==> src/verilog/fpc_settings.svh <==
// Build-time sizes. FPC_RESQ_DEPTH must stay at least FPC_PIPE_STAGES + 1
`ifndef FPC_SETTINGS_SVH
`define FPC_SETTINGS_SVH

// ------------------------------------------------------------
// Architecture
// ------------------------------------------------------------
`define FPC_FLEN         32  // Single precision only
`define FPC_NUM_F_REGS   32  // f0..f31, one word each

// ------------------------------------------------------------
// Coprocessor interface
// ------------------------------------------------------------
`define FPC_ID_WIDTH     4   // Up to 16 instructions tracked by ID

// ------------------------------------------------------------
// Microarchitecture
// ------------------------------------------------------------
`define FPC_OPQ_DEPTH    4   // Accepted, waiting for commit or kill
`define FPC_PIPE_STAGES  3   // Register stages from entry to result push
`define FPC_RESQ_DEPTH   4   // Must cover every op in flight plus one

`endif

==> src/verilog/fpc_isa_pkg.sv <==
// RV32F subset for the OP-FP opcode only; single precision fmt, no rounding mode decode
`include "fpc_settings.svh"

package fpc_isa_pkg;

  typedef logic [`FPC_FLEN-1:0] fp_word_t;
  typedef logic [$clog2(`FPC_NUM_F_REGS)-1:0] freg_idx_t;

  // IEEE 754 binary32 field view
  typedef struct packed {
    logic        sign;
    logic [7:0]  exp;
    logic [22:0] man;
  } fp_fields_t;

  localparam fp_word_t   CANONICAL_NAN = 32'h7fc00000;
  localparam logic [6:0] OPCODE_OP_FP  = 7'b1010011;

  // funct7 values with fmt = S in the low two bits
  localparam logic [6:0] F7_SGNJ   = 7'b0010000;
  localparam logic [6:0] F7_MINMAX = 7'b0010100;
  localparam logic [6:0] F7_CMP    = 7'b1010000;
  localparam logic [6:0] F7_MV_XW  = 7'b1110000;
  localparam logic [6:0] F7_MV_WX  = 7'b1111000;

  typedef enum logic [3:0] {
    OP_FSGNJ, OP_FSGNJN, OP_FSGNJX,
    OP_FMIN, OP_FMAX,
    OP_FEQ, OP_FLT, OP_FLE,
    OP_FMV_XW, OP_FMV_WX
  } fp_op_e;

  typedef struct packed {
    fp_op_e                  op;
    logic [`FPC_ID_WIDTH-1:0] id;
    freg_idx_t               rd;
    logic                    rd_is_x;   // Destination is an integer register
    freg_idx_t               rs1;
    logic                    uses_rs1;  // Scoreboard checks only real sources
    freg_idx_t               rs2;
    logic                    uses_rs2;
    logic [31:0]             int_src;   // rs1 value from the core, for FMV.W.X
  } fp_dec_op_t;

endpackage

==> src/verilog/fpc_xif_pkg.sv <==
// eXtension-style channel types for issue, commit and result; memory channels not present
`include "fpc_settings.svh"

package fpc_xif_pkg;

  typedef logic [`FPC_ID_WIDTH-1:0] xid_t;

  typedef struct packed {
    logic [31:0] instr;  // Raw instruction word
    xid_t        id;
    logic [31:0] rs;     // Single integer source operand
  } x_issue_req_t;

  typedef struct packed {
    logic accept;
    logic writeback;     // Will write an integer register
  } x_issue_resp_t;

  typedef struct packed {
    xid_t id;
    logic commit_kill;
  } x_commit_t;

  // One per committed instruction
  typedef struct packed {
    xid_t        id;
    logic [31:0] data;
    logic [4:0]  rd;
    logic        we;     // Integer register write
  } x_result_t;

endpackage

==> src/verilog/fpc_op_if.sv <==
// Head of the operation queue toward the execute unit; valid and op hold until ready
interface fpc_op_if import fpc_isa_pkg::*; (
  input logic ck,
  input logic rst
);

  logic       valid;  // Queue not empty
  logic       ready;  // Execute takes the head this cycle
  fp_dec_op_t dec;

  modport producer (output valid, output dec, input ready);
  modport consumer (input valid, input dec, output ready);

  // A stalled head must not change under the execute unit
  a_head_stable: assert property (
    @(posedge ck) disable iff (!rst)
    valid && !ready |=> valid && $stable(dec)
  );

endinterface

==> src/verilog/fpc_predecoder.sv <==
// Same-cycle accept decision; only the ten listed OP-FP encodings with fmt S are accepted
module fpc_predecoder import fpc_isa_pkg::*, fpc_xif_pkg::*; (
  input  logic          enable,
  input  logic          unit_ready,
  input  logic          issue_valid,
  input  x_issue_req_t  issue_req,
  input  logic          opq_full,
  output logic          issue_ready,
  output x_issue_resp_t issue_resp,
  output logic          push,
  output fp_dec_op_t    dec_op
);

  logic [6:0] opcode;
  logic [6:0] funct7;
  logic [2:0] funct3;
  logic [4:0] rs2_f;
  logic       known;

  assign opcode = issue_req.instr[6:0];
  assign funct3 = issue_req.instr[14:12];
  assign rs2_f  = issue_req.instr[24:20];
  assign funct7 = issue_req.instr[31:25];

  // ------------------------------------------------------------
  // Decode
  // ------------------------------------------------------------
  always_comb begin
    known            = 1'b1;
    dec_op.op        = OP_FSGNJ;
    dec_op.id        = issue_req.id;
    dec_op.rd        = issue_req.instr[11:7];
    dec_op.rd_is_x   = 1'b0;
    dec_op.rs1       = issue_req.instr[19:15];
    dec_op.uses_rs1  = 1'b1;
    dec_op.rs2       = rs2_f;
    dec_op.uses_rs2  = 1'b1;
    dec_op.int_src   = issue_req.rs;
    if (opcode != OPCODE_OP_FP) begin
      known = 1'b0;
    end else begin
      case (funct7)
        F7_SGNJ: begin
          case (funct3)
            3'b000:  dec_op.op = OP_FSGNJ;
            3'b001:  dec_op.op = OP_FSGNJN;
            3'b010:  dec_op.op = OP_FSGNJX;
            default: known = 1'b0;
          endcase
        end
        F7_MINMAX: begin
          case (funct3)
            3'b000:  dec_op.op = OP_FMIN;
            3'b001:  dec_op.op = OP_FMAX;
            default: known = 1'b0;
          endcase
        end
        F7_CMP: begin
          dec_op.rd_is_x = 1'b1;  // Boolean lands in x[rd]
          case (funct3)
            3'b010:  dec_op.op = OP_FEQ;
            3'b001:  dec_op.op = OP_FLT;
            3'b000:  dec_op.op = OP_FLE;
            default: known = 1'b0;
          endcase
        end
        F7_MV_XW: begin
          dec_op.op       = OP_FMV_XW;
          dec_op.rd_is_x  = 1'b1;
          dec_op.uses_rs2 = 1'b0;
          known           = (funct3 == 3'b000) && (rs2_f == 5'd0);
        end
        F7_MV_WX: begin
          dec_op.op       = OP_FMV_WX;
          dec_op.uses_rs1 = 1'b0;  // Source is the integer operand
          dec_op.uses_rs2 = 1'b0;
          known           = (funct3 == 3'b000) && (rs2_f == 5'd0);
        end
        default: known = 1'b0;
      endcase
    end
  end

  // ------------------------------------------------------------
  // Handshake and response
  // ------------------------------------------------------------
  assign issue_ready = issue_valid && enable && unit_ready && !opq_full;
  assign issue_resp  = '{accept: issue_valid && known,
                         writeback: issue_valid && known && dec_op.rd_is_x};
  assign push        = issue_ready && issue_resp.accept;  // Accepted on this edge

endmodule

==> src/verilog/fpc_queue.sv <==
// FIFO with combinational head; caller keeps push off when full and pop off when empty
module fpc_queue #(
  parameter type payload_t = logic [31:0],
  parameter int  DEPTH     = 4
) (
  input  logic                       ck,
  input  logic                       rst,
  input  logic                       push,
  input  payload_t                   push_data,
  input  logic                       pop,
  output payload_t                   pop_data,
  output logic                       empty,
  output logic                       full,
  output logic [$clog2(DEPTH+1)-1:0] count
);

  localparam int PW = (DEPTH > 1) ? $clog2(DEPTH) : 1;
  localparam logic [PW-1:0] LAST = PW'(DEPTH - 1);

  payload_t      mem [DEPTH];
  logic [PW-1:0] wr_ptr;
  logic [PW-1:0] rd_ptr;

  assign pop_data = mem[rd_ptr];  // Head visible while not empty
  assign empty    = (count == '0);
  assign full     = (count == ($bits(count))'(DEPTH));

  // ------------------------------------------------------------
  // Pointers and occupancy
  // ------------------------------------------------------------
  always_ff @(posedge ck or negedge rst) begin
    if (!rst) begin
      wr_ptr <= '0;
      rd_ptr <= '0;
      count  <= '0;
    end else begin
      if (push) begin
        wr_ptr <= (wr_ptr == LAST) ? '0 : wr_ptr + 1'b1;  // Wrap for any depth
      end
      if (pop) begin
        rd_ptr <= (rd_ptr == LAST) ? '0 : rd_ptr + 1'b1;
      end
      case ({push, pop})
        2'b10:   count <= count + 1'b1;
        2'b01:   count <= count - 1'b1;
        default: count <= count;  // Idle or simultaneous
      endcase
    end
  end

  // Payload storage
  always_ff @(posedge ck) begin
    if (push) begin
      mem[wr_ptr] <= push_data;
    end
  end

  a_no_overflow: assert property (
    @(posedge ck) disable iff (!rst) push |-> !full
  );
  a_no_underflow: assert property (
    @(posedge ck) disable iff (!rst) pop |-> !empty
  );

endmodule

==> src/verilog/fpc_execute.sv <==
// In-order issue, scoreboard stalls on RAW and WAW, no forwarding, no exception flags
`include "fpc_settings.svh"

module fpc_execute import fpc_isa_pkg::*, fpc_xif_pkg::*; (
  input  logic                                  ck,
  input  logic                                  rst,
  input  logic                                  enable,
  input  logic                                  commit_valid,
  input  x_commit_t                             commit,
  fpc_op_if.consumer                            op,
  input  logic [$clog2(`FPC_RESQ_DEPTH+1)-1:0] resq_count,
  output logic                                  resq_push,
  output x_result_t                             resq_data,
  output logic                                  unit_ready
);

  localparam int STAGES  = `FPC_PIPE_STAGES;
  localparam int NUM_IDS = 2 ** `FPC_ID_WIDTH;

  logic [NUM_IDS-1:0]         committed;
  logic [NUM_IDS-1:0]         killed;
  fp_word_t                   regs [`FPC_NUM_F_REGS];
  logic [`FPC_NUM_F_REGS-1:0] pending;     // Write in flight per f register
  logic [STAGES-1:0]          pipe_valid;
  x_result_t                  pipe_data [STAGES];
  fp_word_t                   src_a;
  fp_word_t                   src_b;
  logic                       head_commit;
  logic                       head_kill;
  logic                       hazard;
  logic                       room;
  logic                       consume;     // Head leaves the queue
  logic                       fire;        // Head enters the pipeline
  int unsigned                inflight;
  x_result_t                  exec_res;

  // ------------------------------------------------------------
  // Datapath helpers
  // ------------------------------------------------------------
  function automatic logic is_nan(fp_word_t x);
    fp_fields_t f;
    f = x;
    return (f.exp == 8'hff) && (f.man != '0);
  endfunction

  // Total order on non-NaN values, -0 below +0
  function automatic logic ord_lt(fp_word_t a, fp_word_t b);
    if (a[31] != b[31]) return a[31];
    if (a[31]) return a[30:0] > b[30:0];  // Both negative, larger magnitude is smaller
    return a[30:0] < b[30:0];
  endfunction

  function automatic fp_word_t min_max(fp_word_t a, fp_word_t b, logic want_max);
    if (is_nan(a) && is_nan(b)) return CANONICAL_NAN;
    if (is_nan(a)) return b;
    if (is_nan(b)) return a;
    return (ord_lt(a, b) ^ want_max) ? a : b;
  endfunction

  function automatic logic fp_cmp(fp_word_t a, fp_word_t b, fp_op_e kind);
    logic both_zero;
    logic eq;
    logic lt;
    both_zero = (a[30:0] == '0) && (b[30:0] == '0);  // +0 == -0 here
    eq        = (a == b) || both_zero;
    lt        = !both_zero && ord_lt(a, b);
    if (is_nan(a) || is_nan(b)) return 1'b0;
    case (kind)
      OP_FEQ:  return eq;
      OP_FLT:  return lt;
      default: return eq || lt;
    endcase
  endfunction

  // ------------------------------------------------------------
  // Head selection
  // ------------------------------------------------------------
  assign src_a = regs[op.dec.rs1];
  assign src_b = regs[op.dec.rs2];

  // Commit strobe counts in its own cycle
  assign head_commit = committed[op.dec.id] ||
                       (commit_valid && !commit.commit_kill && commit.id == op.dec.id);
  assign head_kill   = killed[op.dec.id] ||
                       (commit_valid && commit.commit_kill && commit.id == op.dec.id);

  assign hazard = (op.dec.uses_rs1 && pending[op.dec.rs1]) ||
                  (op.dec.uses_rs2 && pending[op.dec.rs2]) ||
                  (!op.dec.rd_is_x && pending[op.dec.rd]);

  always_comb begin
    inflight = 0;
    for (int i = 0; i < STAGES; i++) begin
      inflight += pipe_valid[i];
    end
  end

  // Room for everything already in flight plus the new one
  assign room     = (int'(resq_count) + inflight) < `FPC_RESQ_DEPTH;
  assign op.ready = unit_ready && enable && (head_kill || (head_commit && !hazard && room));
  assign consume  = op.valid && op.ready;
  assign fire     = consume && !head_kill;

  always_comb begin
    exec_res.id   = op.dec.id;
    exec_res.rd   = op.dec.rd;
    exec_res.we   = op.dec.rd_is_x;
    exec_res.data = src_a;  // FMV.X.W and fallback
    case (op.dec.op)
      OP_FSGNJ:  exec_res.data = {src_b[31], src_a[30:0]};
      OP_FSGNJN: exec_res.data = {~src_b[31], src_a[30:0]};
      OP_FSGNJX: exec_res.data = {src_a[31] ^ src_b[31], src_a[30:0]};
      OP_FMIN:   exec_res.data = min_max(src_a, src_b, 1'b0);
      OP_FMAX:   exec_res.data = min_max(src_a, src_b, 1'b1);
      OP_FEQ,
      OP_FLT,
      OP_FLE:    exec_res.data = {31'd0, fp_cmp(src_a, src_b, op.dec.op)};
      OP_FMV_WX: exec_res.data = op.dec.int_src;
      default:   exec_res.data = src_a;
    endcase
  end

  // ------------------------------------------------------------
  // Control state
  // ------------------------------------------------------------
  always_ff @(posedge ck or negedge rst) begin
    if (!rst) begin
      unit_ready <= 1'b0;
      committed  <= '0;
      killed     <= '0;
      pending    <= '0;
      pipe_valid <= '0;
    end else begin
      unit_ready <= 1'b1;  // Up one cycle after reset release
      if (commit_valid) begin
        if (commit.commit_kill) killed[commit.id] <= 1'b1;
        else                    committed[commit.id] <= 1'b1;
      end
      if (consume) begin  // ID free for reuse
        committed[op.dec.id] <= 1'b0;
        killed[op.dec.id]    <= 1'b0;
      end
      if (resq_push && !resq_data.we) pending[resq_data.rd] <= 1'b0;
      if (fire && !op.dec.rd_is_x)    pending[op.dec.rd]    <= 1'b1;
      pipe_valid[0] <= fire;
      for (int i = 1; i < STAGES; i++) begin
        pipe_valid[i] <= pipe_valid[i-1];
      end
    end
  end

  // Pipeline payload and register file
  always_ff @(posedge ck) begin
    pipe_data[0] <= exec_res;
    for (int i = 1; i < STAGES; i++) begin
      pipe_data[i] <= pipe_data[i-1];
    end
    if (resq_push && !resq_data.we) begin
      regs[resq_data.rd] <= resq_data.data;  // Written at retire
    end
  end

  assign resq_push = pipe_valid[STAGES-1];
  assign resq_data = pipe_data[STAGES-1];

  a_resq_never_full: assert property (
    @(posedge ck) disable iff (!rst) resq_push |-> resq_count < `FPC_RESQ_DEPTH
  );

endmodule

==> src/verilog/fpc_top.sv <==
// Plain eXtension-style ports; no memory channels, results return in commit order
`include "fpc_settings.svh"

module fpc_top import fpc_isa_pkg::*, fpc_xif_pkg::*; (
  input  logic          ck,
  input  logic          rst,
  input  logic          enable,
  output logic          fpu_ready,
  // Issue channel
  input  logic          issue_valid,
  output logic          issue_ready,
  input  x_issue_req_t  issue_req,
  output x_issue_resp_t issue_resp,
  // Commit channel
  input  logic          commit_valid,
  input  x_commit_t     commit,
  // Result channel
  output logic          result_valid,
  input  logic          result_ready,
  output x_result_t     result
);

  fp_dec_op_t                               opq_in;
  logic                                     opq_push;
  logic                                     opq_full;
  logic                                     opq_empty;
  logic                                     resq_push;
  x_result_t                                resq_data;
  logic                                     resq_empty;
  logic [$clog2(`FPC_RESQ_DEPTH+1)-1:0]    resq_count;

  fpc_op_if op_if (.ck(ck), .rst(rst));

  fpc_predecoder predecoder_i (
    .enable(enable), .unit_ready(fpu_ready), .issue_valid(issue_valid),
    .issue_req(issue_req), .opq_full(opq_full), .issue_ready(issue_ready),
    .issue_resp(issue_resp), .push(opq_push), .dec_op(opq_in)
  );

  // Operation queue, head goes straight onto op_if
  fpc_queue #(.payload_t(fp_dec_op_t), .DEPTH(`FPC_OPQ_DEPTH)) opq_i (
    .ck(ck), .rst(rst), .push(opq_push), .push_data(opq_in),
    .pop(op_if.valid && op_if.ready), .pop_data(op_if.dec),
    .empty(opq_empty), .full(opq_full), .count()
  );
  assign op_if.valid = !opq_empty;

  fpc_execute execute_i (
    .ck(ck), .rst(rst), .enable(enable), .commit_valid(commit_valid),
    .commit(commit), .op(op_if.consumer), .resq_count(resq_count),
    .resq_push(resq_push), .resq_data(resq_data), .unit_ready(fpu_ready)
  );

  // Result queue drains on the result handshake
  fpc_queue #(.payload_t(x_result_t), .DEPTH(`FPC_RESQ_DEPTH)) resq_i (
    .ck(ck), .rst(rst), .push(resq_push), .push_data(resq_data),
    .pop(result_valid && result_ready), .pop_data(result),
    .empty(resq_empty), .full(), .count(resq_count)
  );
  assign result_valid = !resq_empty;

endmodule

==> config.mk <==
export PLATFORM = sky130hd
export DESIGN_NAME = fpc_top
export DESIGN_NICKNAME = d
export VERILOG_FILES = /design/src/verilog/fpc_isa_pkg.sv /design/src/verilog/fpc_xif_pkg.sv /design/src/verilog/fpc_op_if.sv /design/src/verilog/fpc_predecoder.sv /design/src/verilog/fpc_queue.sv /design/src/verilog/fpc_execute.sv /design/src/verilog/fpc_top.sv
export VERILOG_INCLUDE_DIRS = /design/src /design/src/verilog
export SDC_FILE = /design/constraint.sdc
export NUM_CORES = 2
export LEC_CHECK = 0
export ABC_AREA = 1
export BUFFER_PORTS_ARGS = -buffer_cell sky130_fd_sc_hd__clkbuf_2
export CELL_PAD_IN_SITES_DETAIL_PLACEMENT = 1
export CELL_PAD_IN_SITES_GLOBAL_PLACEMENT = 1
export CORE_ASPECT_RATIO = 0.75
export CORE_MARGIN = 2
export CORE_UTILIZATION = 40
export DETAILED_ROUTE_END_ITERATION = 7
export PLACE_DENSITY_LB_ADDON = 0.1
export SLEW_MARGIN = 5
export SYNTH_ARGS = -nofsm -noshare
export SYNTH_HDL_FRONTEND = slang
export SYNTH_SLANG_ARGS = --single-unit
export TNS_END_PERCENT = 100
==> constraint.sdc <==
create_clock -name ck -period 3.7 [get_ports ck]
set_input_delay 0.37 -clock ck [delete_from_list [all_inputs] [get_ports ck]]
set_output_delay 0.37 -clock ck [all_outputs]
set_load 0.1 [all_outputs]
* Word-level counts from Yosys, hierarchy flattened
Memories as Yosys holds them, arrays and structs flattened. Index checks and enable logic that the tools add are counted.
Word-level totals: bits in registers 82, RAM bits 1550, logic and storage cells 270, memories kept 4
Operators by class: add/subtract/negate cells 11, magnitude comparators 13, equality and inequality tests 30, multiplexer cells 125, bitwise gates (word level) 10, reductions and logical operators 66
Memories:
- execute_i.regs | depth 32, bits a word 32, read ports 2, clocked after memory_dff 0, wr ports 1, RTL line fpc_execute.sv:22 | fp_word_t regs [`FPC_NUM_F_REGS];
- opq_i.mem | depth 4, bits a word 58, read ports 1, clocked after memory_dff 0, wr ports 1, RTL line fpc_queue.sv:20 | payload_t mem [DEPTH];
- resq_i.mem | depth 4, bits a word 42, read ports 1, clocked after memory_dff 0, wr ports 1, RTL line fpc_queue.sv:20
- execute_i.pipe_data | depth 3, bits a word 42, read ports 3, clocked after memory_dff 0, wr ports 3, RTL line fpc_execute.sv:25 | x_result_t pipe_data [STAGES];
Operators by type and width (count):
- $mux W32 | 13
- $pmux W32 S7 | 1
- $mux W16 | 6
- $mux W1 | 83
- $logic_not A31 Y1 | 2
- $reduce_bool A23 Y1 | 2
- $add A3 B32 Y32 | 1
- $add A32 B1 Y32 | 1
- $and A16 B16 Y16 | 2
- $and A32 B32 Y32 | 1
- $eq A32 B32 Y1 | 1
- $logic_and A1 B1 Y1 | 32
- $lt A32 B3 Y1 const B | 1
- $not A32 Y32 | 1
- $or A16 B16 Y16 | 2
- $or A32 B32 Y32 | 1
- $gt A31 B31 Y1 | 1
- $lt A31 B31 Y1 | 1
- $lt A5 B6 Y1 const B | 4
- $eq A7 B7 Y1 const B | 3
- $pmux W4 S5 | 1
- $pmux W3 S2 | 3
- $eq A4 B3 Y1 const B | 4
- $eq A8 B8 Y1 const B | 2
- other kinds (40) | 86

* Logic depth before layout (Yosys ltp)
An unclocked memory read counts as a cell.
depth after elaboration 32, mapped depth 40, gate-level depth less buffers 34

* Cells and area by module
A second synthesis with hierarchy kept.
Unflattened totals: cell total of the unflattened synthesis 8718, area total of the unflattened synthesis 79915.4 µm²
Modules (own cells, without submodules):
- fpc_execute | times used 1, cells each 7302, area an instance 62354.8 µm²
- fpc_queue at opq_i | times used 1, cells each 731, area an instance 9566.7 µm²
- fpc_queue at resq_i | times used 1, cells each 544, area an instance 7193.1 µm²
- fpc_predecoder | times used 1, cells each 135, area an instance 773.2 µm²
- fpc_top | times used 1, cells each 6, area an instance 27.5 µm²

* Worst setup path before layout
Ideal clock, no wire load.
kind register to register, from register execute_i.unit_ready, to memory opq_i.mem[3][0] (netlist bit), enable pin, setup time 0.474 ns, data arrival time 6.711 ns, slack -3.485 ns, cell stages (with the launch flop) 5, clock period less this slack 7.185 ns, cell sequence dfrtp_1 nand2_1 a311oi_1 nand2_1 nor2_1
On the way: word-level cells in the longest chain between the ends 5
Ends and longest elaborated chain:
- start, declared | RTL line fpc_execute.sv:14 | output logic unit_ready
- start signal, assigned | RTL line fpc_execute.sv:128 | unit_ready <= 1'b0;
- start signal, assigned | RTL line fpc_execute.sv:134 | unit_ready <= 1'b1;
- $logic_and A1 B1 Y1 (2 in a row) | RTL line fpc_predecoder.sv:87 | assign issue_ready = issue_valid && enable && unit_ready && !opq_full;
- via issue_ready | RTL line fpc_top.sv:11 | output logic issue_ready,
- $logic_and A1 B1 Y1 | RTL line fpc_predecoder.sv:90 | assign push = issue_ready && issue_resp.accept;
- $mux W1 | RTL line fpc_queue.sv:53 | if (push) begin
- $mux W1 (implied by the code) | RTL line fpc_queue.sv:54 | mem[wr_ptr] <= push_data;
- end, declared | RTL line fpc_queue.sv:20
The timed path passes the listed nets, and every way through them passes these cells.

==> impl_metrics.py <==
metrics = {
    "clock_network": {
        "cts-root-buf": "clkbuf_16",
        "h-tree-depth": 4,
        "cts_tree": "built",
        "clock-sinks": 1632,
        "path_clk_slew_ns": 0.06,
        "numCtsBuffers": 180,
        "insertion_delay_ns": 0.88,
        "clockBufferDepth": 4,
    },
    "floorplanning": {
        "num_io_pins": 126,
        "core-area_mm2": 0.1944,
        "num_rows": 140,
        "start_util": 0.4034,
        "die_width_um": 515.3,
        "dieArea_mm2": 0.1997,
        "die_h_um": 387.5,
    },
    "synth": {
        "synth_top_area_frac": 0.5452,
        "synth_top_cell_by_area": "edfxtp_1",
        "syn-num-nets": 8384,
        "yosysSeqAreaShare": 0.6036,
        "syn_avg_cell_area_um2": 9.498,
        "yosys-top-cells-area": "edfxtp_1 55%, nand3_1 12%, nand2_1 11%, dfxtp_1 3.2%, o211ai_1 2.9%",
        "synth_seq_cells": 1632,
        "yosys_most_used_dff": "edfxtp_1",
        "synthCells": 8257,
        "yosys.cell_types.count": 60,
        "yosys_warnings": 0,
        "synth_edf_count": 1424,
        "async_flop_share": 0.05025,
        "syn_area_mm2": 0.07843,
    },
    "finish": {
        "post-route-util": 0.5158,
        "area_delta_synth_final_pct": 27.87,
        "finish.net_count": 9160,
        "drive_gt1_frac": 0.1936,
        "nFillCells": 21220,
    },
    "placement": {
        "detailed_place_hpwl_um": 212000,
        "dp_slack_ns": -1.239,
        "portBuffers": 125,
        "gp_congestion": 0.9178,
    },
    "grt": {
        "grt_pass1_wl_um": 493700,
        "grt_use_total": 0.3367,
        "grt_max_degree": 87,
        "antenna_found_initial": 12,
        "grt_pass1_vias": 70680,
        "overflow": 0,
    },
    "drt": {
        "vias_per_cell": 6.013,
        "first_pass_iters": 6,
        "ant_nets": 0,
        "drc": 0,
        "wl_um": 350400,
        "vias": 70550,
        "wl_per_cell_um": 29.86,
        "drt_iter0_markers": 8943,
    },
    "worst_setup_path": {
        "crit_slowest_cell": "dfrtp_4",
        "reg2regPathDepth": 39,
        "rrSetupSlack_ns": -1.07,
        "slowest_delay_ns": 0.46,
        "cp_max_fo": 7,
        "cp.arrival_ns": 5.50,
        "critPathRequiredTime_ns": 4.43,
        "critPathMostFrequentCell": "nand2_1",
        "start_kind": "flop",
        "end_kind": "flop",
        "r2r-end": "execute_i.pipe_data[0][6]",
        "rr_startpoint": "opq_i.rd_ptr[0]",
        "path_class": "flop to flop",
    },
    "job": {
        "cap_violations": 0,
    },
    "run_status": {
        "violations": "negative setup slack",
        "status": "finished, violations left",
    },
    "min_path": {
        "min_delay_path_depth": 3,
        "worstHoldStart": "result_ready",
        "hold_path.class": "input pin to flop",
        "hold_end": "resq_i.rd_ptr[1]",
    },
    "sta": {
        "post-route-period-util": 1.290,
        "fin_hold_ws_ns": 0.04067,
        "drv_slew": 0,
        "fin_ws_ns": -1.071,
        "setup-tns-final_ns": -40.15,
        "fmax_mhz": 209.6,
        "final_hold_viol_count": 0,
        "setup_viol": 67,
        "rsz0062_at_grt": "yes",
        "layout_min_cycle_time_ns": 4.771,
        "max_slew_margin": 0.1547,
        "clock_skew_ns": 0.06164,
        "tightest_slew_ns": 1.266,
    },
}
cells by family after synthesis:
| family | Yosys count | share of synthesized area |
|---|---|---|
| AO/OA/AOI/OAI | 883 | 0.07068 |
| XOR/XNOR | 8 | 0.0008934 |
| adder cells (fa/ha/maj) | 48 | 0.007849 |
| buffers and inverters | 1023 | 0.05898 |
| flip-flops | 1632 | 0.6036 |
| multiplexers | 1 | 0.0001436 |
| other | 1 | 0.00004782 |
| AND/OR/NAND/NOR | 4661 | 0.2578 |
cell usage after synthesis (77+ instances only):
cell,n
o211ai_1,300
inv_1,416
buf_2,341
clkbuf_1,128
dfxtp_1,126
nand3_1,1857
nor2_1,441
o21ai_0,303
dfrtp_1,82
nand2_1,2227
edfxtp_1,1424
a21oi_1,107
o22ai_1,77
layout by cell type, fill, tap and decap left out, types with 12 or more instances in the layout:
cell type	Yosys	routed
clkbuf_2	0	82
nand4_1	63	63
nor2_1	441	376
clkbuf_16	0	210
nand2_2	5	63
nand2_4	7	26
o211ai_1	300	300
inv_2	20	30
nor2_2	2	21
nand3b_1	15	15
o22ai_1	77	74
a2bb2oi_1	12	12
nor2_4	0	46
clkinv_1	0	20
dfrtp_1	82	78
nand2_8	0	13
dlygate4sd3_1	0	58
a21oi_1	107	96
ha_1	46	23
o21ai_2	4	16
clkbuf_8	0	19
nand3_1	1857	1775
clkinv_2	0	23
nand2_1	2227	2140
inv_1	416	391
o21ai_0	303	261
ha_4	0	23
buf_6	14	48
buf_12	0	248
nand3_2	4	76
buf_16	0	49
buf_4	67	650
dfxtp_1	126	121
o21ai_1	24	46
edfxtp_1	1424	1424
clkbuf_1	128	51
routing by layer:
metal	global-route usage	share of wire	vias to the layer above
met5	0	0.00059	-
met2	0.5158	0.44	3481
li1	-	-	30540
met1	0.4753	0.42	35750
met4	0.1324	0.047	4
met3	0.05680	0.091	774
through the flow:
step                instances  area, µm²
floorplan                8257      78760
global placement        11170      88940
detailed placement      11170      88940
CTS                     11650      97850
global route            11730     100300
finish                  11730     100300
worst max path at each step:
| stage | startpoint | to | depth (start not counted) |
|---|---|---|---|
| after floorplan | opq_i.rd_ptr[0] | execute_i.pipe_data[0][24] | 33 |
| after global placement | opq_i.rd_ptr[0] | execute_i.pipe_data[0][6] | 34 |
| after detailed placement | opq_i.rd_ptr[0] | execute_i.pipe_data[0][6] | 34 |
| after CTS | opq_i.rd_ptr[0] | execute_i.pipe_data[0][24] | 32 |
| after global routing | opq_i.rd_ptr[0] | execute_i.pipe_data[0][13] | 34 |
| final | opq_i.rd_ptr[0] | execute_i.pipe_data[0][6] | 39 |
worst max-delay path: cells and delay by family (launching register included):
kind | cells | cell delay, ns
flip-flops | 1 | 0.46
AO/OA/AOI/OAI | 2 | 0.18
AND/OR/NAND/NOR | 24 | 2.22
adder cells (fa/ha/maj) | 1 | 0.28
buffers and inverters | 12 | 1.44
area by class of cell:
class / count / area, µm² / area share
repair inverters: 1 / 8.758 / 0.00008734
clock inverters: 67 / 668.1 / 0.006662
diodes: 5 / 12.51 / 0.0001248
well taps: 2556 / 3198 / 0.03189
inverters: 437 / 1763 / 0.01758
repair buffers: 1176 / 13690 / 0.1365
multi-input cells: 5605 / 28540 / 0.2846
clock buffers: 254 / 5057 / 0.05043
flip-flops and latches: 1632 / 47350 / 0.4722
flip-flops by register name, summed over array words and instances, names as in the netlist:
| name | cells |
|---|---|
| execute_i.committed | 16 |
| execute_i.killed | 16 |
| execute_i.pending | 32 |
| execute_i.pipe_data | 126 |
| execute_i.pipe_valid | 3 |
| execute_i.regs | 1024 |
| execute_i.unit_ready | 1 |
| opq_i.count | 3 |
| opq_i.mem | 232 |
| opq_i.rd_ptr | 2 |
| opq_i.wr_ptr | 2 |
| resq_i.count | 3 |
| resq_i.mem | 168 |
| resq_i.rd_ptr | 2 |
| resq_i.wr_ptr | 2 |
what timing repair did:
item                                    CTS  global route
cloned                                   24            25
pin swaps                                24            90
endpoints found under the setup margin  101           102
buffers inserted                         79            57
hold buffers                             58             0
endpoints found under the hold margin   278             0
resized for setup                       258           294
Power is not shown: default switching activity piles up to over one toggle a cycle in this logic, so the estimate is an artifact.
